[config.mk]
export PLATFORM = sky130hd
export DESIGN_NAME = dcache_top
export DESIGN_NICKNAME = d
export VERILOG_FILES = /design/src/hw/dcache_pkg.sv /design/src/hw/dcache_top.sv /design/src/hw/dcache_stats.sv /design/src/hw/dcache_ctrl.sv /design/src/hw/dcache_line_ram.sv
export SDC_FILE = /design/constraint.sdc
export NUM_CORES = 2
export LEC_CHECK = 0
export ABC_AREA = 1
export ABC_CLOCK_PERIOD_IN_PS = 27900
export CAP_MARGIN = 25
export CELL_PAD_IN_SITES_DETAIL_PLACEMENT = 1
export CELL_PAD_IN_SITES_GLOBAL_PLACEMENT = 1
export CORE_MARGIN = 2
export CORE_UTILIZATION = 50
export CTS_CLUSTER_SIZE = 20
export DETAILED_ROUTE_END_ITERATION = 16
export DONT_BUFFER_PORTS = 1
export HOLD_SLACK_MARGIN = 0.02
export PLACE_DENSITY_LB_ADDON = 0.1
export SYNTH_ARGS = -nofsm -noshare
export SYNTH_HDL_FRONTEND = slang
export SYNTH_SLANG_ARGS = --single-unit
[constraint.sdc]
create_clock -name i_clock -period 27.9 [get_ports i_clock]
set_input_delay 5.58 -clock i_clock [delete_from_list [all_inputs] [get_ports i_clock]]
set_output_delay 5.58 -clock i_clock [all_outputs]
set_load 0.005 [all_outputs]
[src/hw/dcache_pkg.sv]
//====================================================================
// Shared geometry and controller states for the direct-mapped data
// cache. Modules take it with a wildcard import in their header.
//====================================================================
`default_nettype none

package dcache_pkg;

	// Bus and word widths.
	localparam int ADDR_W = 32;
	localparam int DATA_W = 32;

	// Line index is address bits 7 to 2.
	localparam int LINE_BITS = 6;
	localparam int LINES = 1 << LINE_BITS;

	// Entry layout, from the top bit down.
	//   [63:32] data word
	//   [31:2]  address bits 31 to 2
	//   [1]     dirty
	//   [0]     valid
	localparam int ENTRY_W = DATA_W + ADDR_W;

	// Width of each statistics counter.
	localparam int COUNT_W = 32;

	typedef enum logic [3:0] {
		IDLE,
		FLUSH_SETUP,
		FLUSH_CHECK,
		FLUSH_WRITE,
		FLUSH_NEXT,
		PASS_THROUGH,
		WRITE_SETUP,
		WRITE_WAIT,
		READ_SETUP,
		READ_WB_WAIT,
		READ_BUS_WAIT,
		INITIALIZE
	} ctrl_state_t;

endpackage

`default_nettype wire
[src/hw/dcache_top.sv]
//====================================================================
// Top level of the data cache. Sits between a CPU load/store port
// and a memory bus, with hit and miss counts on the side.
//====================================================================
`timescale 1ns/100ps
`default_nettype none

module dcache_top
	import dcache_pkg::*;
(
	input  logic               i_clock,
	input  logic               i_reset,

	// CPU side.
	input  logic               i_request,
	input  logic               i_rw,
	input  logic               i_flush,
	input  logic               i_cacheable,
	input  logic [ADDR_W-1:0]  i_address,
	input  logic [DATA_W-1:0]  i_wdata,
	output logic               o_ready,
	output logic [DATA_W-1:0]  o_rdata,

	// Bus side.
	output logic               o_bus_request,
	output logic               o_bus_rw,
	output logic [ADDR_W-1:0]  o_bus_address,
	output logic [DATA_W-1:0]  o_bus_wdata,
	input  logic               i_bus_ready,
	input  logic [DATA_W-1:0]  i_bus_rdata,

	// Statistics.
	output logic [COUNT_W-1:0] o_hit_count,
	output logic [COUNT_W-1:0] o_miss_count
);

	logic ram_rw;
	logic [LINE_BITS-1:0] ram_address;
	logic [ENTRY_W-1:0] ram_wdata;
	logic [ENTRY_W-1:0] ram_rdata;
	logic hit_event;
	logic miss_event;

	dcache_ctrl ctrl (
		.i_clock       (i_clock),
		.i_reset       (i_reset),
		.i_request     (i_request),
		.i_rw          (i_rw),
		.i_flush       (i_flush),
		.i_cacheable   (i_cacheable),
		.i_address     (i_address),
		.i_wdata       (i_wdata),
		.o_ready       (o_ready),
		.o_rdata       (o_rdata),
		.o_bus_request (o_bus_request),
		.o_bus_rw      (o_bus_rw),
		.o_bus_address (o_bus_address),
		.o_bus_wdata   (o_bus_wdata),
		.i_bus_ready   (i_bus_ready),
		.i_bus_rdata   (i_bus_rdata),
		.o_ram_rw      (ram_rw),
		.o_ram_address (ram_address),
		.o_ram_wdata   (ram_wdata),
		.i_ram_rdata   (ram_rdata),
		.o_hit_event   (hit_event),
		.o_miss_event  (miss_event)
	);

	dcache_line_ram line_ram (
		.i_clock   (i_clock),
		.i_rw      (ram_rw),
		.i_address (ram_address),
		.i_wdata   (ram_wdata),
		.o_rdata   (ram_rdata)
	);

	dcache_stats stats (
		.i_clock      (i_clock),
		.i_reset      (i_reset),
		.i_hit_event  (hit_event),
		.i_miss_event (miss_event),
		.o_hit_count  (o_hit_count),
		.o_miss_count (o_miss_count)
	);

endmodule

`default_nettype wire

[src/hw/dcache_stats.sv]
//====================================================================
// Hit and miss counters of the data cache, fed by one-cycle event
// pulses from the controller.
//====================================================================
`timescale 1ns/100ps
`default_nettype none

module dcache_stats
	import dcache_pkg::*;
(
	input  logic               i_clock,
	input  logic               i_reset,
	input  logic               i_hit_event,
	input  logic               i_miss_event,
	output logic [COUNT_W-1:0] o_hit_count,
	output logic [COUNT_W-1:0] o_miss_count
);

	// Both counters stop at all ones.
	always_ff @(posedge i_clock) begin
		if (i_reset) begin
			o_hit_count <= '0;
			o_miss_count <= '0;
		end
		else begin
			if (i_hit_event && (o_hit_count != '1))
				o_hit_count <= o_hit_count + 1'b1;

			if (i_miss_event && (o_miss_count != '1))
				o_miss_count <= o_miss_count + 1'b1;
		end
	end

endmodule

`default_nettype wire

[src/hw/dcache_ctrl.sv]
//====================================================================
// Data cache controller. Handles lookup, fill, write-back, flush,
// the initialize sweep and uncached pass-through to the bus.
//====================================================================
`timescale 1ns/100ps
`default_nettype none

module dcache_ctrl
	import dcache_pkg::*;
(
	input  logic                 i_clock,
	input  logic                 i_reset,

	// CPU side.
	input  logic                 i_request,
	input  logic                 i_rw,
	input  logic                 i_flush,
	input  logic                 i_cacheable,
	input  logic [ADDR_W-1:0]    i_address,
	input  logic [DATA_W-1:0]    i_wdata,
	output logic                 o_ready,
	output logic [DATA_W-1:0]    o_rdata,

	// Bus side.
	output logic                 o_bus_request,
	output logic                 o_bus_rw,
	output logic [ADDR_W-1:0]    o_bus_address,
	output logic [DATA_W-1:0]    o_bus_wdata,
	input  logic                 i_bus_ready,
	input  logic [DATA_W-1:0]    i_bus_rdata,

	// Line store.
	output logic                 o_ram_rw,
	output logic [LINE_BITS-1:0] o_ram_address,
	output logic [ENTRY_W-1:0]   o_ram_wdata,
	input  logic [ENTRY_W-1:0]   i_ram_rdata,

	// Statistics.
	output logic                 o_hit_event,
	output logic                 o_miss_event
);

	ctrl_state_t state;

	// Sweep counter for initialize and flush, one bit wider than the index.
	logic [LINE_BITS:0] sweep;

	// Pending line store write, issued one cycle after the decision.
	logic ram_rw_q;
	logic [ENTRY_W-1:0] ram_wdata_q;

	// Fields of the entry read back from the line store.
	logic entry_valid;
	logic entry_dirty;
	logic entry_match;
	logic [ADDR_W-1:0] entry_address;
	logic [DATA_W-1:0] entry_data;
	logic [ADDR_W-1:0] req_address;

	assign entry_valid = i_ram_rdata[0];
	assign entry_dirty = i_ram_rdata[1];
	assign entry_address = {i_ram_rdata[ADDR_W-1:2], 2'b00};
	assign entry_data = i_ram_rdata[ENTRY_W-1:ADDR_W];
	assign req_address = {i_address[ADDR_W-1:2], 2'b00};
	assign entry_match = entry_valid && (i_ram_rdata[ADDR_W-1:2] == i_address[ADDR_W-1:2]);

	// Sweep states walk the lines, everything else uses the request index.
	always_comb begin
		case (state)
			INITIALIZE, FLUSH_SETUP, FLUSH_CHECK, FLUSH_WRITE, FLUSH_NEXT:
				o_ram_address = sweep[LINE_BITS-1:0];
			default:
				o_ram_address = i_address[LINE_BITS+1:2];
		endcase
	end

	// The sweep clears one line per cycle until the top bit of the counter sets.
	always_comb begin
		if (state == INITIALIZE) begin
			o_ram_rw = !sweep[LINE_BITS];
			o_ram_wdata = '0;
		end
		else begin
			o_ram_rw = ram_rw_q;
			o_ram_wdata = ram_wdata_q;
		end
	end

	// Raise a bus transfer with its fields.
	task automatic start_bus(
		input logic              rw,
		input logic [ADDR_W-1:0] address,
		input logic [DATA_W-1:0] wdata
	);
		o_bus_request <= 1'b1;
		o_bus_rw <= rw;
		o_bus_address <= address;
		o_bus_wdata <= wdata;
	endtask

	always_ff @(posedge i_clock) begin
		if (i_reset) begin
			state <= INITIALIZE;
			sweep <= '0;
			o_ready <= 1'b0;
			o_bus_request <= 1'b0;
			o_hit_event <= 1'b0;
			o_miss_event <= 1'b0;
			ram_rw_q <= 1'b0;
		end
		else begin
			o_ready <= 1'b0;
			o_hit_event <= 1'b0;
			o_miss_event <= 1'b0;
			ram_rw_q <= 1'b0;

			case (state)
				// Hot line check straight from the last read entry.
				IDLE: begin
					if (i_request && !o_ready) begin
						if (i_flush) begin
							sweep <= '0;
							state <= FLUSH_SETUP;
						end
						else if (!i_cacheable) begin
							start_bus(i_rw, i_address, i_wdata);
							state <= PASS_THROUGH;
						end
						else if (entry_match) begin
							o_hit_event <= 1'b1;
							o_ready <= 1'b1;
							if (i_rw) begin
								ram_rw_q <= 1'b1;
								ram_wdata_q <= {i_wdata, i_address[ADDR_W-1:2], 2'b11};
							end
							else begin
								o_rdata <= entry_data;
							end
						end
						else if (i_rw) begin
							state <= WRITE_SETUP;
						end
						else begin
							state <= READ_SETUP;
						end
					end
				end

				//====================================================================
				// Flush
				//====================================================================
				FLUSH_SETUP: begin
					if (!sweep[LINE_BITS]) begin
						state <= FLUSH_CHECK;
					end
					else begin
						sweep <= '0;
						o_ready <= 1'b1;
						state <= IDLE;
					end
				end

				FLUSH_CHECK: begin
					if (entry_dirty) begin
						start_bus(1'b1, entry_address, entry_data);
						state <= FLUSH_WRITE;
					end
					else begin
						sweep <= sweep + 1'b1;
						state <= FLUSH_SETUP;
					end
				end

				// Line goes back clean once the bus takes it.
				FLUSH_WRITE: begin
					if (i_bus_ready) begin
						o_bus_request <= 1'b0;
						ram_rw_q <= 1'b1;
						ram_wdata_q <= {entry_data, entry_address[ADDR_W-1:2], 2'b01};
						state <= FLUSH_NEXT;
					end
				end

				FLUSH_NEXT: begin
					sweep <= sweep + 1'b1;
					state <= FLUSH_SETUP;
				end

				// Uncached access.
				PASS_THROUGH: begin
					if (i_bus_ready) begin
						o_bus_request <= 1'b0;
						if (!o_bus_rw)
							o_rdata <= i_bus_rdata;
						o_ready <= 1'b1;
						state <= IDLE;
					end
				end

				//====================================================================
				// Write
				//====================================================================
				WRITE_SETUP: begin
					o_hit_event <= entry_match;
					o_miss_event <= !entry_match;
					if (entry_dirty && !entry_match) begin
						start_bus(1'b1, entry_address, entry_data);
						state <= WRITE_WAIT;
					end
					else begin
						ram_rw_q <= 1'b1;
						ram_wdata_q <= {i_wdata, i_address[ADDR_W-1:2], 2'b11};
						o_ready <= 1'b1;
						state <= IDLE;
					end
				end

				// Victim is out, store the new word.
				WRITE_WAIT: begin
					if (i_bus_ready) begin
						o_bus_request <= 1'b0;
						ram_rw_q <= 1'b1;
						ram_wdata_q <= {i_wdata, i_address[ADDR_W-1:2], 2'b11};
						o_ready <= 1'b1;
						state <= IDLE;
					end
				end

				//====================================================================
				// Read
				//====================================================================
				READ_SETUP: begin
					o_hit_event <= entry_match;
					o_miss_event <= !entry_match;
					if (entry_match) begin
						o_rdata <= entry_data;
						o_ready <= 1'b1;
						state <= IDLE;
					end
					else if (entry_dirty) begin
						start_bus(1'b1, entry_address, entry_data);
						state <= READ_WB_WAIT;
					end
					else begin
						start_bus(1'b0, req_address, o_bus_wdata);
						state <= READ_BUS_WAIT;
					end
				end

				READ_WB_WAIT: begin
					if (i_bus_ready) begin
						o_bus_request <= 1'b0;
						state <= READ_BUS_WAIT;
					end
				end

				// After a write-back the fill request starts one cycle later.
				READ_BUS_WAIT: begin
					if (!o_bus_request) begin
						start_bus(1'b0, req_address, o_bus_wdata);
					end
					else if (i_bus_ready) begin
						o_bus_request <= 1'b0;
						ram_rw_q <= 1'b1;
						ram_wdata_q <= {i_bus_rdata, i_address[ADDR_W-1:2], 2'b01};
						o_rdata <= i_bus_rdata;
						o_ready <= 1'b1;
						state <= IDLE;
					end
				end

				INITIALIZE: begin
					if (!sweep[LINE_BITS]) begin
						sweep <= sweep + 1'b1;
					end
					else begin
						sweep <= '0;
						state <= IDLE;
					end
				end

				default: begin
					state <= IDLE;
				end
			endcase
		end
	end

endmodule

`default_nettype wire

[src/hw/dcache_line_ram.sv]
//====================================================================
// Line store of the data cache. Single port, always enabled, with
// read data one cycle after the address.
//====================================================================
`timescale 1ns/100ps
`default_nettype none

module dcache_line_ram
	import dcache_pkg::*;
(
	input  logic                 i_clock,
	input  logic                 i_rw,
	input  logic [LINE_BITS-1:0] i_address,
	input  logic [ENTRY_W-1:0]   i_wdata,
	output logic [ENTRY_W-1:0]   o_rdata
);

	// One entry per line.
	logic [ENTRY_W-1:0] mem [LINES];

	//====================================================================
	// Registered read, synchronous write
	//====================================================================

	// Write-first. A line written at this edge reads back the new
	// entry, so the controller never sees a stale copy of the line
	// it just updated.
	always_ff @(posedge i_clock) begin
		if (i_rw) begin
			mem[i_address] <= i_wdata;
			o_rdata <= i_wdata;
		end
		else begin
			o_rdata <= mem[i_address];
		end
	end

endmodule

`default_nettype wire

# Word level (Yosys, flattened, before mapping)
# Memory sizes are Yosys's and may differ from the RTL's. A register that Yosys moved wholly into a read port is not among the register bits.
# Cells that the tools add are included.
dict set report totals {
  regBits 241
  latch_bits 0
  ram_bits 4096
  rom_bits 0
  input_bits 103
  output_inout_bits 163
  wordCells 188
  mem_count 1
}
# name words width read_ports rd_clocked_by_memory_dff write_ports line
set mem_list {}
lappend mem_list {line_ram.mem 64 64 1 1 1 dcache_line_ram.sv:19} ;# logic [ENTRY_W-1:0] mem [LINES];
dict set report op_classes {
  add_sub_neg 3
  multipliers 0
  div_mod_pow 0
  n_lt_le_gt_ge 0
  eq_ne 40
  shift 0
  mux 98
  n_bitwise 2
  n_reduce_logical 29
}
# cell n
set op_table {}
lappend op_table {{2-to-1 mux 32 bit} 24}
lappend op_table {{2-to-1 mux 64 bit} 11}
lappend op_table {{case mux 64 bit (5 select lines)} 1}
lappend op_table {{case mux 32 bit (4 select lines)} 2}
lappend op_table {{case mux 32 bit (5 select lines)} 1}
lappend op_table {{adder 32 x 1 -> 32 bit (second input constant)} 2}
lappend op_table {{!= test 32 bit (second input constant)} 2}
lappend op_table {{2-to-1 mux 4 bit} 11}
lappend op_table {{case mux 4 bit (11 select lines)} 1}
lappend op_table {{case mux 7 bit (5 select lines)} 1}
lappend op_table {{!= test 2 bit (second input constant)} 16}
lappend op_table {{2-to-1 mux 1 bit} 31}
lappend op_table {{equality test 30 bit} 1}
lappend op_table {{2-to-1 mux 7 bit} 4}
lappend op_table {{AND reduction 12 bit} 2}
lappend op_table {{!= test 2 x 1 -> 1 bit (second input constant)} 9}
lappend op_table {{equality test 4 x 3 -> 1 bit (second input constant)} 4}
lappend op_table {{equality test 4 bit (second input constant)} 4}
lappend op_table {{nonzero test 5 bit} 3}
lappend op_table {{2-to-1 mux 6 bit} 2}
lappend op_table {{case mux 1 bit (6 select lines)} 2}
lappend op_table {{AND reduction 9 bit} 1}
lappend op_table {{equality test 4 x 2 -> 1 bit (second input constant)} 2}
lappend op_table {{AND reduction 8 bit} 1}
lappend op_table {{21 further kinds} 34}

# Depth between registers and ports, before layout
dict set report depth {
  word_depth 7
  ltp_mapped 24
  mapped_depth_nobuf 20
}

# Cells and area by module
# Synthesis repeated with hierarchy kept, for this count alone.
dict set report hier_totals {
  cells_unflattened 15195
  area_unflattened_um2 177938.2
}
# mod instances cells_per_inst area_each_um2 seq_area_each_um2
set by_module_without_submodules {}
lappend by_module_without_submodules {dcache_line_ram 1 13364 164287.6 123118.1}
lappend by_module_without_submodules {dcache_ctrl 1 1165 9577.9 5124.9}
lappend by_module_without_submodules {dcache_stats 1 666 4072.7 1281.2}

# Worst setup path before layout
# OpenSTA, ideal clock, no wires.
dict set report synth_path {
  kind {input -> register}
  startpoint {input port i_address[7]}
  endpoint {memory line_ram.mem[43][0] (netlist name) (enable)}
  setup_time_ns 0.645
  arrival_ns 12.399
  required_time_ns 27.255
  slack_ns 14.856
  path_stages 6
  n_path_buf 0
  path_cell_list {inv_1 -> o21ai_0 -> inv_1 -> nor2_1 -> nand3_1 -> nor4_1}
}
dict set report synth_between {
  elab_chain_len 1
}
# element line
set synth_lines {}
lappend synth_lines {{start, declared} dcache_top.sv:19} ;# input logic [ADDR_W-1:0] i_address,
lappend synth_lines {{2-to-1 mux 6 bit} dcache_ctrl.sv:69} ;# case (state)
lappend synth_lines {{net ctrl.o_ram_address[5]} dcache_ctrl.sv:34} ;# output logic [LINE_BITS-1:0] o_ram_address,
lappend synth_lines {{end, declared} dcache_line_ram.sv:19}
# The timed path passes the listed nets, and every way through them passes these cells.

# Worst setup path in the final report
dict set report layout_path {
  startpoint {input port i_address[7]}
  endpoint {memory line_ram.mem[40][63] (netlist name) (enable)}
}
# Same word-level chain as after synthesis.

==> summary.txt <==
Status
  • Status: completed

Setup path
  • Maximum fanout along the worst path: 30
  • Top Family by Delay on Critical Path: simple AND/OR/NAND/NOR gates
  • FF-to-FF path depth: 22
  • FF-to-FF End: ctrl.ram_wdata_q[34]
  • Startpoint types: primary input
  • CP Buf/Inv Count: 4
  • Crit path capture type: flip-flop
  • Worst setup startpoint: i_address[7]
  • Critical-path top delay cell: nor2_4
  • CP arrival: 10040 ps
  • R2R setup slack: 19350 ps
  • Crit path depth: 8
  • Data required, critical path: 28530 ps
  • Crit path kind: primary input to flip-flop
  • Crit path cell chain: inv_1 > o21ai_0 > inv_1 > nor2_1 > nand3_1 > nor2_4 > buf_4 > buf_4
  • CP max stage delay: 980 ps
  • Setup crit end: line_ram.mem[40][63]

Placed design
  • Number of I/O port buffers: 0
  • Final RePlAce weighted congestion: 0.856
  • DPL Wire Length: 345000 um

Min path
  • Hold WC Path Type: flip-flop to flip-flop
  • Hold path start: ctrl.state[2]

Detailed routing
  • Routed WL: 623000 um
  • Remaining DRCs: 0
  • Via density: 6.41
  • Detail Route Antenna Nets: 0
  • Initial DRT Pass Iterations: 6
  • DRT iter0 DRCs: 15596
  • WL/cell: 32.9 um
  • Via count: 121492

Die
  • Die Height: 594 um
  • Starting Density: 50.3%
  • Row Count: 216
  • Die area: 0.353 mm2
  • Die W: 594 um
  • Core area: 0.346 mm2
  • Boundary pin count: 266

GRT
  • GRT Total Usage: 34.7%
  • Total grt overflow: 0
  • Vias in the first global route: 123470
  • First-pass GRT wire length: 889000 um
  • Initial antenna violation count: 31
  • Largest net degree at the start of global routing: 203

Clock tree
  • Worst-skew pair later-pin latency: 1020 ps
  • CTS root buf: clkbuf_16
  • TritonCTS Buffers: 451
  • H-tree Lvls: 5
  • TritonCTS clock tree: done
  • Hold_buf cts: 0
  • CTS max path bufs: 4
  • Post-CTS setup buffer count: 0
  • Clock-pin slew on the worst setup and hold paths: 60 ps
  • # resized after CTS: 0
  • Clock sink count: 4342

Timing
  • Slew HR: 20.9%
  • Max Transition Viols Final: 0
  • Setup TNS: 0 ps
  • Final Skew: 63.4 ps
  • Fin crit period: 9410 ps
  • # setup viols final: 0
  • RSZ-0062 raised after global routing: false
  • F_max: 106 MHz
  • Final hold viol count: 0
  • Period utilisation layout: 33.7%
  • Worst-Margin Slew: 1190 ps

Synthesis
  • Syn_nets: 14242
  • Part of the Yosys area used for sequential elements: 74.3%
  • Unique masters post-synth: 51
  • Mapped Avg Cell Area: 12.3 um2
  • Post-Syn Area: 0.174 mm2
  • YS warnings: 0
  • Async set-reset flop share out of synthesis: 0%
  • Yosys reg bits: 4342
  • Post-synth EDFFs: 4256
  • Post-synthesis cell count: 14135
  • Prevailing post-synth register cell: edfxtp_1

Flow run
  • Max cap viols: 0

Layout
  • Most frequent cells in the layout: edfxtp_1 (4256), nand2_1 (2434), nand3_1 (2038), nor2_1 (1547), o21ai_0 (1384)
  • Area delta synth->final: 11.3%
  • Layout cell share with drive strength beyond 1: 7.83%
  • Filler cell count: 34149
  • Fin util: 56.0%
  • Commonest non-fill, non-tap cell in the layout: edfxtp_1
  • Total Nets Final: 14089

Power
  • Max IR drop VDD: 0.168 mV
  • P per Cell Area: 119 mW/mm2
  • Leakage: 64.8 nW
power by group:
part           total [mW]  switching, mW  internal [mW]
clock network        5.88           2.56           3.31
logic                8.53           6.75           1.78
registers            8.69          0.148           8.54
total                23.1           9.46           13.6
logic make-up (layout without fill, tap and decap cells):
group	after synthesis	in the layout	share of synthesized area, %
other	0	22	0
flip-flops	4342	4342	74.3
buffers and inverters	1190	1404	3.08
AND/OR/NAND/NOR	6254	6254	15.1
XOR/XNOR	12	12	0.0603
adder cells (fa/ha/maj)	4	4	0.0287
AO/OA/AOI/OAI	2333	2333	7.46
worst register-to-register path: stages, from the launching register on:
cell	delay (ps)
dfxtp_4	470
inv_16	520
buf_12	880
buf_4	840
buf_4	910
buf_4	830
nand2_1	150
nand3_1	100
nand3_1	100
nand3_1	190
nand3_1	120
nand3_1	360
nand3_1	150
nand2_1	140
nand2_1	70
nor2_1	120
nand2_1	80
nor2_1	120
nand2_1	200
nand2_1	140
o2111ai_1	190
nor2_4	480
buf_4	800
cells in the mapped netlist (all sizes together) (2+ instances only):
cell type  number  area, um2
dfxtp          86       1720
nor4           12       75.1
xnor2           2       17.5
a31oi          33        206
o22a           25        219
clkbuf        452       1700
nand2        2439       9170
and3            3       18.8
nand3        2040      10200
clkinv          3       11.3
nor3b           3       27.5
nand4          28        175
ha              4       50.1
o21ai        1476       7390
o32ai          35        307
o211ai         32        240
a21oi          55        275
o22ai         621       3880
o21a            4       30.0
o2111ai         2       17.5
nor3           50        250
edfxtp       4256     128000
and2            3       18.8
a211oi          6       45.0
o32a            6       60.1
nor2         1675       6290
buf           507       2800
xor2           10       87.6
inv           228        858
a32oi          30        263
final cells by class:
class	instances	area (um2)	area share, %
multi-input combinational	8603	40400	20.8
antenna	22	55.1	0.0284
clock buffer	547	11700	6.03
sequential	4342	130000	66.8
clock inverter	273	2380	1.23
tap	4578	5730	2.95
timing repair buffer	353	3240	1.67
inverter	231	923	0.476
worst min path at each step:
stage / depth (start not counted) / to
6_report: 2 / ctrl.state[2]
5_1_grt: 2 / ctrl.state[2]
4_1_cts: 2 / ctrl.state[2]
3_5_place_dp: 2 / ctrl.state[2]
3_3_place_gp: 2 / ctrl.state[2]
2_1_floorplan: 2 / ctrl.state[2]
routing by layer:
metal / vias up / wire [um] / global-route usage (%)
met1: 63175 / 242000 / 46.1
li1: 51202 / - / -
met3: 1233 / 54300 / 5.86
met2: 5868 / 290000 / 55.0
met5: - / 91 / 0
met4: 14 / 37400 / 18.2
flip-flops by register name, indices dropped and copies added, names as in the netlist, named ones only:
register,flops
ctrl.o_ready,1
ctrl.o_bus_wdata,32
ctrl.sweep,7
ctrl.o_bus_address,32
ctrl.o_rdata,32
line_ram.mem,4096
stats.o_hit_count,32
ctrl.ram_rw_q,1
ctrl.o_miss_event,1
ctrl.o_bus_request,1
ctrl.ram_wdata_q,63
stats.o_miss_count,32
ctrl.state,4
ctrl.o_hit_event,1
ctrl.o_bus_rw,1
metrics by stage:
step	setup slack (ps)	cell area (um2)	cells	power [mW]	hold WS [ps]
floorplan	14860	174000	14135	13.4	457
global placement	17640	179000	18077	16.8	465
detailed placement	17720	180000	18100	17.1	485
CTS	18770	194000	18920	23.0	494
global route	18450	194000	18944	23.9	524
finish	18490	194000	18949	23.1	491
No activity file was read; power rests on OpenSTA's default activity.
